[src/source/mmu_pkg.sv]
package mmu_pkg;

  typedef enum logic [1:0] {
    acc_fetch = 2'd0,
    acc_load  = 2'd1,
    acc_store = 2'd2
  } access_e;

  // RISC-V privilege encoding
  typedef enum logic [1:0] {
    priv_u = 2'd0,
    priv_s = 2'd1,
    priv_m = 2'd3
  } priv_e;

  typedef enum logic [2:0] {
    ws_idle  = 3'd0,
    ws_send  = 3'd1,  // PTE read strobe
    ws_wait  = 3'd2,
    ws_fill  = 3'd3,
    ws_fault = 3'd4
  } walk_state_e;

  localparam int TLB_ENTRIES     = 8;
  localparam int TLB_INDEX_WIDTH = 3;

endpackage

[src/source/sv39_pkg.sv]
package sv39_pkg;

  // Address layout
  localparam int VADDR_WIDTH       = 39;
  localparam int PADDR_WIDTH       = 40;
  localparam int PAGE_OFFSET_WIDTH = 12;
  localparam int VPN_WIDTH         = 27;
  localparam int PPN_WIDTH         = 28;  // Low part of the PTE PPN only
  localparam int VPN_PART_WIDTH    = 9;

  // PTE layout
  localparam int PTE_WIDTH      = 64;
  localparam int PTE_BYTES_LOG2 = 3;
  localparam int PTE_V          = 0;
  localparam int PTE_R          = 1;
  localparam int PTE_W          = 2;
  localparam int PTE_X          = 3;
  localparam int PTE_U          = 4;
  localparam int PTE_A          = 6;
  localparam int PTE_D          = 7;
  localparam int PTE_PPN_LSB    = 10;

  localparam int LEVELS = 3;

  // Page size of a leaf, equal to the walk level it was found at
  typedef enum logic [1:0] {
    lvl_4k = 2'd0,
    lvl_2m = 2'd1,
    lvl_1g = 2'd2
  } level_e;

endpackage

[src/source/mmu_top.sv]
`timescale 1ns/100ps

module mmu_top (
  input  logic                             clk_i,
  input  logic                             reset_i,
  input  logic                             req_v_i,
  input  logic [sv39_pkg::VADDR_WIDTH-1:0] req_vaddr_i,
  input  mmu_pkg::access_e                 req_access_i,
  input  mmu_pkg::priv_e                   priv_mode_i,
  input  logic                             sum_i,
  input  logic                             mxr_i,
  input  logic [sv39_pkg::PPN_WIDTH-1:0]   satp_ppn_i,
  input  logic                             flush_i,
  output logic                             resp_v_o,
  output logic [sv39_pkg::PADDR_WIDTH-1:0] resp_paddr_o,
  output logic                             resp_fault_o,
  output logic                             busy_o,
  output logic                             mem_req_o,
  output logic [sv39_pkg::PADDR_WIDTH-1:0] mem_addr_o,
  input  logic                             mem_resp_v_i,
  input  logic [sv39_pkg::PTE_WIDTH-1:0]   mem_resp_data_i
);
  import sv39_pkg::*;

  logic                 miss_v;
  logic [VPN_WIDTH-1:0] miss_vpn;
  logic                 fill_v;
  logic [VPN_WIDTH-1:0] fill_vpn;
  logic [PPN_WIDTH-1:0] fill_ppn;
  level_e               fill_level;
  logic [5:0]           fill_flags;
  logic                 walk_fault_v;
  logic                 walker_busy;

  tlb u_tlb (
    .clk_i          (clk_i),
    .reset_i        (reset_i),
    .req_v_i        (req_v_i),
    .req_vaddr_i    (req_vaddr_i),
    .req_access_i   (req_access_i),
    .priv_mode_i    (priv_mode_i),
    .sum_i          (sum_i),
    .mxr_i          (mxr_i),
    .flush_i        (flush_i),
    .walker_busy_i  (walker_busy),
    .fill_v_i       (fill_v),
    .fill_vpn_i     (fill_vpn),
    .fill_ppn_i     (fill_ppn),
    .fill_level_i   (fill_level),
    .fill_flags_i   (fill_flags),
    .walk_fault_v_i (walk_fault_v),
    .miss_v_o       (miss_v),
    .miss_vpn_o     (miss_vpn),
    .resp_v_o       (resp_v_o),
    .resp_paddr_o   (resp_paddr_o),
    .resp_fault_o   (resp_fault_o),
    .busy_o         (busy_o)
  );

  page_table_walker u_page_table_walker (
    .clk_i           (clk_i),
    .reset_i         (reset_i),
    .miss_v_i        (miss_v),
    .miss_vpn_i      (miss_vpn),
    .satp_ppn_i      (satp_ppn_i),
    .mem_resp_v_i    (mem_resp_v_i),
    .mem_resp_data_i (mem_resp_data_i),
    .mem_req_o       (mem_req_o),
    .mem_addr_o      (mem_addr_o),
    .fill_v_o        (fill_v),
    .fill_vpn_o      (fill_vpn),
    .fill_ppn_o      (fill_ppn),
    .fill_level_o    (fill_level),
    .fill_flags_o    (fill_flags),
    .walk_fault_v_o  (walk_fault_v),
    .busy_o          (walker_busy)
  );

endmodule

[src/source/page_table_walker.sv]
`timescale 1ns/100ps

module page_table_walker (
  input  logic                             clk_i,
  input  logic                             reset_i,
  input  logic                             miss_v_i,
  input  logic [sv39_pkg::VPN_WIDTH-1:0]   miss_vpn_i,
  input  logic [sv39_pkg::PPN_WIDTH-1:0]   satp_ppn_i,
  input  logic                             mem_resp_v_i,
  input  logic [sv39_pkg::PTE_WIDTH-1:0]   mem_resp_data_i,
  output logic                             mem_req_o,
  output logic [sv39_pkg::PADDR_WIDTH-1:0] mem_addr_o,
  output logic                             fill_v_o,
  output logic [sv39_pkg::VPN_WIDTH-1:0]   fill_vpn_o,
  output logic [sv39_pkg::PPN_WIDTH-1:0]   fill_ppn_o,
  output sv39_pkg::level_e                 fill_level_o,
  output logic [5:0]                       fill_flags_o,
  output logic                             walk_fault_v_o,
  output logic                             busy_o
);
  import sv39_pkg::*;
  import mmu_pkg::*;

  walk_state_e state_r;
  walk_state_e state_n;

  logic [1:0]                level_r;
  logic [VPN_WIDTH-1:0]      vpn_r;
  logic [PPN_WIDTH-1:0]      ppn_r;  // Table base during the walk, leaf PPN at fill
  logic [5:0]                flags_r;
  logic [VPN_PART_WIDTH-1:0] vpn_part;

  logic [PTE_WIDTH-1:0] pte_data;
  level_e               walk_level;
  logic                 is_leaf;
  logic                 is_fault;
  logic [PPN_WIDTH-1:0] pte_ppn;
  logic [5:0]           pte_flags;

  logic start;
  logic pte_v;

  assign pte_data   = mem_resp_data_i;
  assign walk_level = level_e'(level_r);
  assign vpn_part   = vpn_r[level_r*VPN_PART_WIDTH +: VPN_PART_WIDTH];
  assign start      = (state_r == ws_idle) & miss_v_i;
  assign pte_v      = (state_r == ws_wait) & mem_resp_v_i;

  pte_decode u_pte_decode (
    .pte_i      (pte_data),
    .level_i    (walk_level),
    .vpn_low_i  (vpn_r[2*VPN_PART_WIDTH-1:0]),
    .is_leaf_o  (is_leaf),
    .is_fault_o (is_fault),
    .ppn_o      (pte_ppn),
    .flags_o    (pte_flags)
  );

  always_comb begin
    state_n = state_r;
    case (state_r)
      ws_idle: begin
        if (miss_v_i) begin
          state_n = ws_send;
        end
      end
      ws_send: state_n = ws_wait;
      ws_wait: begin
        if (mem_resp_v_i) begin
          if (is_fault) begin
            state_n = ws_fault;
          end else if (is_leaf) begin
            state_n = ws_fill;
          end else begin
            state_n = ws_send;  // Next level down
          end
        end
      end
      ws_fill:  state_n = ws_idle;
      ws_fault: state_n = ws_idle;
      default:  state_n = ws_idle;
    endcase
  end

  always_ff @(posedge clk_i) begin
    if (reset_i) begin
      state_r <= ws_idle;
      level_r <= '0;
    end else begin
      state_r <= state_n;
      if (start) begin
        level_r <= 2'(LEVELS - 1);
      end else if (pte_v && !is_leaf && !is_fault) begin
        level_r <= level_r - 2'd1;
      end
    end
  end

  always_ff @(posedge clk_i) begin
    if (start) begin
      vpn_r <= miss_vpn_i;
      ppn_r <= satp_ppn_i;
    end else if (pte_v) begin
      ppn_r <= pte_ppn;
    end
    if (pte_v && is_leaf) begin
      flags_r <= pte_flags;
    end
  end

  assign mem_req_o  = (state_r == ws_send);
  assign mem_addr_o = {ppn_r, vpn_part, {PTE_BYTES_LOG2{1'b0}}};

  assign fill_v_o     = (state_r == ws_fill);
  assign fill_vpn_o   = vpn_r;
  assign fill_ppn_o   = ppn_r;
  assign fill_level_o = walk_level;  // Level does not move on a leaf
  assign fill_flags_o = flags_r;

  assign walk_fault_v_o = (state_r == ws_fault);
  assign busy_o         = (state_r != ws_idle);

endmodule

[src/source/pte_decode.sv]
`timescale 1ns/100ps

module pte_decode (
  input  logic [sv39_pkg::PTE_WIDTH-1:0] pte_i,
  input  sv39_pkg::level_e               level_i,
  input  logic [17:0]                    vpn_low_i,
  output logic                           is_leaf_o,
  output logic                           is_fault_o,
  output logic [sv39_pkg::PPN_WIDTH-1:0] ppn_o,
  output logic [5:0]                     flags_o
);
  import sv39_pkg::*;

  logic                 pte_v;
  logic                 pte_r;
  logic                 pte_w;
  logic                 pte_x;
  logic                 leaf;
  logic                 misaligned;
  logic [PPN_WIDTH-1:0] pte_ppn;

  assign pte_v   = pte_i[PTE_V];
  assign pte_r   = pte_i[PTE_R];
  assign pte_w   = pte_i[PTE_W];
  assign pte_x   = pte_i[PTE_X];
  assign pte_ppn = pte_i[PTE_PPN_LSB +: PPN_WIDTH];
  assign leaf    = pte_r | pte_w | pte_x;

  // Superpages take their low PPN parts from the VPN
  always_comb begin
    misaligned = 1'b0;
    ppn_o      = pte_ppn;
    case (level_i)
      lvl_1g: begin
        misaligned = |pte_ppn[2*VPN_PART_WIDTH-1:0];
        if (leaf) begin
          ppn_o = {pte_ppn[PPN_WIDTH-1:2*VPN_PART_WIDTH], vpn_low_i};
        end
      end
      lvl_2m: begin
        misaligned = |pte_ppn[VPN_PART_WIDTH-1:0];
        if (leaf) begin
          ppn_o = {pte_ppn[PPN_WIDTH-1:VPN_PART_WIDTH], vpn_low_i[VPN_PART_WIDTH-1:0]};
        end
      end
      default: begin
        misaligned = 1'b0;
        ppn_o      = pte_ppn;
      end
    endcase
  end

  assign is_leaf_o  = leaf;
  assign is_fault_o = ~pte_v
                    | (pte_w & ~pte_r)                  // Reserved encoding
                    | (~leaf & (level_i == lvl_4k))     // Pointer past the last level
                    | (leaf & misaligned);

  assign flags_o = {pte_r, pte_w, pte_x, pte_i[PTE_U], pte_i[PTE_A], pte_i[PTE_D]};

endmodule

[src/source/tlb.sv]
`timescale 1ns/100ps

module tlb (
  input  logic                             clk_i,
  input  logic                             reset_i,
  input  logic                             req_v_i,
  input  logic [sv39_pkg::VADDR_WIDTH-1:0] req_vaddr_i,
  input  mmu_pkg::access_e                 req_access_i,
  input  mmu_pkg::priv_e                   priv_mode_i,
  input  logic                             sum_i,
  input  logic                             mxr_i,
  input  logic                             flush_i,
  input  logic                             walker_busy_i,
  input  logic                             fill_v_i,
  input  logic [sv39_pkg::VPN_WIDTH-1:0]   fill_vpn_i,
  input  logic [sv39_pkg::PPN_WIDTH-1:0]   fill_ppn_i,
  input  sv39_pkg::level_e                 fill_level_i,
  input  logic [5:0]                       fill_flags_i,
  input  logic                             walk_fault_v_i,
  output logic                             miss_v_o,
  output logic [sv39_pkg::VPN_WIDTH-1:0]   miss_vpn_o,
  output logic                             resp_v_o,
  output logic [sv39_pkg::PADDR_WIDTH-1:0] resp_paddr_o,
  output logic                             resp_fault_o,
  output logic                             busy_o
);
  import sv39_pkg::*;
  import mmu_pkg::*;

  logic [VPN_WIDTH-1:0]       ent_vpn_r   [TLB_ENTRIES];
  logic [PPN_WIDTH-1:0]       ent_ppn_r   [TLB_ENTRIES];
  level_e                     ent_level_r [TLB_ENTRIES];
  logic [5:0]                 ent_flags_r [TLB_ENTRIES];
  logic [TLB_ENTRIES-1:0]     valid_r;
  logic [TLB_INDEX_WIDTH-1:0] rr_r;

  // Request held for lookup and replay
  logic [VADDR_WIDTH-1:0] vaddr_r;
  access_e                access_r;
  priv_e                  priv_r;
  logic                   sum_r;
  logic                   mxr_r;
  logic                   lookup_v_r;
  logic                   pending_r;

  logic                       accept;
  logic                       flush;
  logic [VPN_WIDTH-1:0]       req_vpn;
  logic                       hit;
  logic [TLB_INDEX_WIDTH-1:0] hit_idx;
  logic [PPN_WIDTH-1:0]       phys_ppn;
  level_e                     hit_level;
  logic                       f_r, f_w, f_x, f_u, f_a, f_d;
  logic                       m_mode;
  logic                       priv_fault;
  logic                       acc_fault;
  logic                       ad_fault;

  function automatic logic [VPN_WIDTH-1:0] vpn_mask(level_e lvl);
    case (lvl)
      lvl_1g:  vpn_mask = {{VPN_PART_WIDTH{1'b1}}, {2*VPN_PART_WIDTH{1'b0}}};
      lvl_2m:  vpn_mask = {{2*VPN_PART_WIDTH{1'b1}}, {VPN_PART_WIDTH{1'b0}}};
      default: vpn_mask = '1;
    endcase
  endfunction

  assign busy_o  = lookup_v_r | pending_r | walker_busy_i;
  assign accept  = req_v_i & ~busy_o;
  assign flush   = flush_i & ~busy_o;
  assign req_vpn = vaddr_r[PAGE_OFFSET_WIDTH +: VPN_WIDTH];
  assign m_mode  = (priv_r == priv_m);

  always_comb begin
    hit     = 1'b0;
    hit_idx = '0;
    for (int i = 0; i < TLB_ENTRIES; i++) begin
      if (valid_r[i] && ((ent_vpn_r[i] ^ req_vpn) & vpn_mask(ent_level_r[i])) == '0) begin
        hit     = 1'b1;
        hit_idx = TLB_INDEX_WIDTH'(i);
      end
    end
  end

  assign hit_level                    = ent_level_r[hit_idx];
  assign {f_r, f_w, f_x, f_u, f_a, f_d} = ent_flags_r[hit_idx];

  always_comb begin
    case (hit_level)
      lvl_1g:  phys_ppn = {ent_ppn_r[hit_idx][PPN_WIDTH-1:2*VPN_PART_WIDTH],
                           req_vpn[2*VPN_PART_WIDTH-1:0]};
      lvl_2m:  phys_ppn = {ent_ppn_r[hit_idx][PPN_WIDTH-1:VPN_PART_WIDTH],
                           req_vpn[VPN_PART_WIDTH-1:0]};
      default: phys_ppn = ent_ppn_r[hit_idx];
    endcase
  end

  assign priv_fault = (f_u & (priv_r == priv_s) & (~sum_r | (access_r == acc_fetch)))
                    | (~f_u & (priv_r == priv_u));
  assign acc_fault  = ((access_r == acc_fetch) & ~f_x)
                    | ((access_r == acc_load) & ~(f_r | (f_x & mxr_r)))
                    | ((access_r == acc_store) & ~f_w);
  assign ad_fault   = ~f_a | ((access_r == acc_store) & ~f_d);

  assign miss_v_o     = lookup_v_r & ~m_mode & ~hit;
  assign miss_vpn_o   = req_vpn;
  assign resp_v_o     = (lookup_v_r & (m_mode | hit)) | walk_fault_v_i;
  assign resp_fault_o = walk_fault_v_i
                      | (lookup_v_r & ~m_mode & hit & (priv_fault | acc_fault | ad_fault));
  assign resp_paddr_o = m_mode ? PADDR_WIDTH'(vaddr_r)
                               : {phys_ppn, vaddr_r[PAGE_OFFSET_WIDTH-1:0]};

  always_ff @(posedge clk_i) begin
    if (reset_i) begin
      lookup_v_r <= 1'b0;
      pending_r  <= 1'b0;
      valid_r    <= '0;
      rr_r       <= '0;
    end else begin
      lookup_v_r <= accept | fill_v_i;  // A fill replays the held request
      if (miss_v_o) begin
        pending_r <= 1'b1;
      end else if (fill_v_i || walk_fault_v_i) begin
        pending_r <= 1'b0;
      end
      if (flush) begin
        valid_r <= '0;
      end else if (fill_v_i) begin
        valid_r[rr_r] <= 1'b1;
        rr_r          <= rr_r + 1'b1;
      end
    end
  end

  always_ff @(posedge clk_i) begin
    if (accept) begin
      vaddr_r  <= req_vaddr_i;
      access_r <= req_access_i;
      priv_r   <= priv_mode_i;
      sum_r    <= sum_i;
      mxr_r    <= mxr_i;
    end
    if (fill_v_i) begin
      ent_vpn_r[rr_r]   <= fill_vpn_i;
      ent_ppn_r[rr_r]   <= fill_ppn_i;
      ent_level_r[rr_r] <= fill_level_i;
      ent_flags_r[rr_r] <= fill_flags_i;
    end
  end

endmodule

[config.mk]
export PLATFORM = sky130hd
export DESIGN_NAME = mmu_top
export DESIGN_NICKNAME = d
export VERILOG_FILES = /design/src/source/mmu_pkg.sv /design/src/source/sv39_pkg.sv /design/src/source/mmu_top.sv /design/src/source/page_table_walker.sv /design/src/source/pte_decode.sv /design/src/source/tlb.sv
export SDC_FILE = /design/constraint.sdc
export NUM_CORES = 1
export LEC_CHECK = 0
export ABC_CLOCK_PERIOD_IN_PS = 7000
export BUFFER_PORTS_ARGS = -buffer_cell sky130_fd_sc_hd__buf_2
export CAP_MARGIN = 20
export CELL_PAD_IN_SITES_DETAIL_PLACEMENT = 1
export CELL_PAD_IN_SITES_GLOBAL_PLACEMENT = 1
export CORE_MARGIN = 2
export CORE_UTILIZATION = 30
export DETAILED_ROUTE_END_ITERATION = 6
export GPL_TIMING_DRIVEN = 0
export PLACE_DENSITY = 0.51
export SETUP_SLACK_MARGIN = 0.02
export SLEW_MARGIN = 20
export SYNTH_ARGS = -nofsm -noshare
export SYNTH_HDL_FRONTEND = slang
export SYNTH_HIERARCHICAL = 1
export SYNTH_SLANG_ARGS = --single-unit
[constraint.sdc]
create_clock -name clk_i -period 7 [get_ports clk_i]
set_clock_uncertainty 0.1 [all_clocks]
set_input_delay 1.05 -clock clk_i [delete_from_list [all_inputs] [get_ports clk_i]]
set_output_delay 1.05 -clock clk_i [all_outputs]
set_load 0.02 [all_outputs]
==> results.py <==
metrics = {
    "status": {
        "status": "completed",
    },
    "synthesis": {
        "yosysWarnings": 6,
        "synth_seq_cells": 628,
        "synthTopCellsByArea": "edfxtp_1 (69%), mux2i_1 (4.9%), xnor2_1 (4.1%)",
        "synth_most_common_cell": "edfxtp_1",
        "synth_edf_count": 610,
        "synth_commonest_cells": "edfxtp_1 (610), nand2_1 (137), mux2i_1 (131)",
        "syn_avg_cell_area_um2": 15.47,
        "yosys.area.top_type": "edfxtp_1",
        "synthesis.area_um2": 26490,
        "ys.flop_type": "edfxtp_1",
        "synthDistinctLibCells": 66,
        "yosysSeqAreaShare_pct": 70.50,
        "async_flop_share_pct": 0,
        "synth_top_cell_area_share_pct": 69.14,
        "synthCells": 1713,
    },
    "floorplanning": {
        "start_util_pct": 30.40,
        "die_x_um": 301.2,
        "ioPinCount": 226,
        "die_area_um2": 90710,
        "die_h_um": 301.2,
        "core_um2": 87160,
        "rows": 108,
    },
    "setup_path": {
        "crit_fanout": 10,
        "crit_chain": "buf_2, xor2_1, nor4_1, nand4_1, a2111oi_4, o21ai_2, a31oi_4, buf_4, buf_4, mux2i_1, mux2_2, ha_2, o21ai_4, o21ai_0, buf_2",
        "cp_top_family": "compound AO/OA/AOI/OAI gates",
        "r2r_cells": 13,
        "cp.arrival_ns": 5.62,
        "worst_setup_path_end_kind": "output port",
        "worst_path_max_delay_cell": "a2111oi_4",
        "path_buf_inv": 4,
        "slowest_delay_ns": 0.67,
        "start_kind": "flop",
        "critPathKind": "reg -> out",
        "r2r_slack_ns": 1.65,
        "critPathRequiredTime_ns": 5.85,
        "reg2reg_from": "u_tlb/vaddr_r[24]",
        "rr_endpoint": "u_page_table_walker/fill_ppn_o[24]",
    },
    "clock_network": {
        "cts_max_path_buffers": 3,
        "cts_made_buffers": 74,
        "cts_num_sinks": 628,
        "clock_latency_ns": 0.61,
        "path_clk_slew_ns": 0.05,
        "hold_buffers": 0,
        "cts_tree": "built",
        "htreeDepth": 3,
        "cts_root_buf": "clkbuf_16",
    },
    "drt": {
        "drt_wl_total_mm": 80.94,
        "drc": 0,
        "num_vias": 15469,
        "detail_route.first_pass.iterations": 5,
        "via_per_inst": 4.785,
        "detail-route-antenna-nets": 0,
        "first_iter_violations": 1026,
        "wl_per_cell_um": 25.03,
    },
    "timing": {
        "fin_crit_sh_pct": 96.68,
        "fmax_mhz": 147.8,
        "tightest_slew_ns": 1.016,
        "rsz0062_at_grt": "false",
        "slew_violations": 0,
        "min_period_ns": 6.767,
        "setup_viol": 0,
        "max-slew-margin-rel_pct": 32.05,
        "hold_viol": 0,
    },
    "grt": {
        "antenna_found_initial": 5,
        "grt_max_degree": 37,
        "grt_pass1_wl_mm": 114.7,
        "overflow": 0,
        "grt_pass1_vias": 16232,
        "grt_use_total_pct": 17.75,
    },
    "layout": {
        "stdcell_area_um2": 32130,
        "area_growth_pct": 21.29,
        "drive_gt1_share_pct": 25.52,
        "nets": 2174,
        "fillers": 8950,
    },
    "power_and_ir_drop": {
        "pwr-share-comb_pct": 6.3,
        "clock_power_share_pct": 44.2,
        "switchingPower_mw": 1.928,
        "design_power_total_mw": 8.661,
        "ir_drop_mv": 0.1501,
        "p_leak_nw": 11.18,
        "seqPwrFrac_pct": 49.5,
        "switching_share_pct": 22.27,
        "p_int_mw": 6.732,
        "power_density_nw_per_um2": 269.5,
    },
    "hold_path": {
        "hold_start": "u_tlb/vaddr_r[13]",
        "worst_hold_path_type": "reg -> reg",
        "hold_depth": 0,
        "holdPathEnd": "u_page_table_walker/fill_vpn_o[1]",
    },
    "placed_design": {
        "hpwl_mm": 57.48,
        "finalWeightedCongestion": 0.7826,
        "port_buffers": 180,
        "place_area_um2": 29600,
    },
    "flow_run": {
        "cap_violations": 0,
    },
}
logic make-up after synthesis:
| kind of cell | count (synthesis) | share of synthesized area (%) |
|---|---|---|
| other | 1 | 0.01415 |
| adders and majority gates | 14 | 0.6612 |
| AOI/OAI and AO/OA | 197 | 5.115 |
| buffers and inverters | 142 | 3.306 |
| and+or+nand+nor | 338 | 6.380 |
| DFF | 628 | 70.50 |
| muxes | 175 | 6.819 |
| xor gates and xnor gates | 218 | 7.207 |
per-layer routing:
metal,track usage [%],vias to the layer above,routed length (um)
met1,24.27,7982,37070
li1,-,7013,-
met5,0,-,57
met3,3.372,101,3745
met2,28.98,363,38390
met4,4.442,10,1666
what timing repair did:
action | CTS | global route
gates cloned | 0 | 1
setup buffers | 0 | 3
pin swaps | 1 | 4
resized for setup | 9 | 11
endpoints found under the setup margin | 18 | 18
state kept, by name (all words and copies together) (netlist names), 2 cells and up:
signal,flops
u_tlb/ent_flags_r,48
u_page_table_walker/fill_level_o,2
u_tlb/ent_vpn_r,216
u_tlb/ent_ppn_r,224
u_page_table_walker/fill_vpn_o,27
u_page_table_walker/fill_flags_o,6
u_tlb/valid_r,8
u_tlb/access_r,2
u_tlb/ent_level_r,16
u_tlb/rr_r,3
u_tlb/vaddr_r,39
u_tlb/priv_r,2
u_page_table_walker/state_r,3
u_page_table_walker/fill_ppn_o,28
stage by stage:
stage | hold WS (ns) | std cells | TNS, ns | util, % | setup WS (ns)
2_1_floorplan | 0.3206 | 1715 | 0 | - | 0.7823
5_1_grt | 0.3535 | 3232 | 0 | 36.87 | 0.04545
3_3_place_gp | 0.3309 | 3050 | -840.42 | 33.10 | -4.298
6_report | 0.3428 | 3233 | 0 | 36.87 | 0.2326
4_1_cts | 0.3459 | 3228 | 0 | 36.78 | 0.01057
3_5_place_dp | 0.3326 | 3094 | 0 | 33.96 | 0.05973
worst max-delay path by stage:
stage,cells after the start,slack (ns),from,endpoint
finish,15,0.23,u_tlb/vaddr_r[31],resp_paddr_o[23]
detailed placement,15,0.06,u_tlb/vaddr_r[23],resp_paddr_o[21]
floorplan,5,0.78,u_page_table_walker/state_r[1],u_tlb/ent_flags_r[0][0]
CTS,17,0.01,u_tlb/vaddr_r[15],resp_paddr_o[21]
global placement,5,-4.30,u_page_table_walker/state_r[1],u_tlb/ent_flags_r[0][3]
global route,16,0.05,u_tlb/vaddr_r[31],resp_paddr_o[23]
power by group through the flow:
stage                     clock network [mW]  registers (mW)  logic, mW
after floorplan                            0            4.32      0.322
after global placement                     0            4.37      0.526
after detailed placement                   0            4.37      0.545
after CTS                               3.96            4.29      0.549
after global routing                    4.09            4.30      0.585
final                                   3.83            4.29      0.543
area by class of cell:
cell class	instances	area [um2]	share of cell area [%]
diodes	1	2.502	0.007787
plain buffers	121	807.0	2.511
clock buffers	101	2079	6.471
clock inverters	34	332.8	1.036
inverters	20	75.07	0.2336
multi-input cells	946	7119	22.15
flip-flops and latches	628	18680	58.12
well taps	1155	1445	4.497
repair buffers	227	1595	4.964
layout by cell type (no fill, tap or decap), types with 34 or more instances in the layout:
cell / synthesis / routed
edfxtp_1: 610 / 610
buf_2: 31 / 211
nand2_1: 137 / 137
mux2i_1: 131 / 131
xnor2_1: 125 / 125
xor2_1: 93 / 93
buf_4: 67 / 85
clkbuf_16: 0 / 79
a21oi_1: 49 / 48
mux2_2: 44 / 44
o21ai_0: 46 / 42
clkbuf_1: 15 / 35
nand4_1: 35 / 35
nor2_1: 40 / 34
No activity file was read; power rests on OpenSTA's default activity.
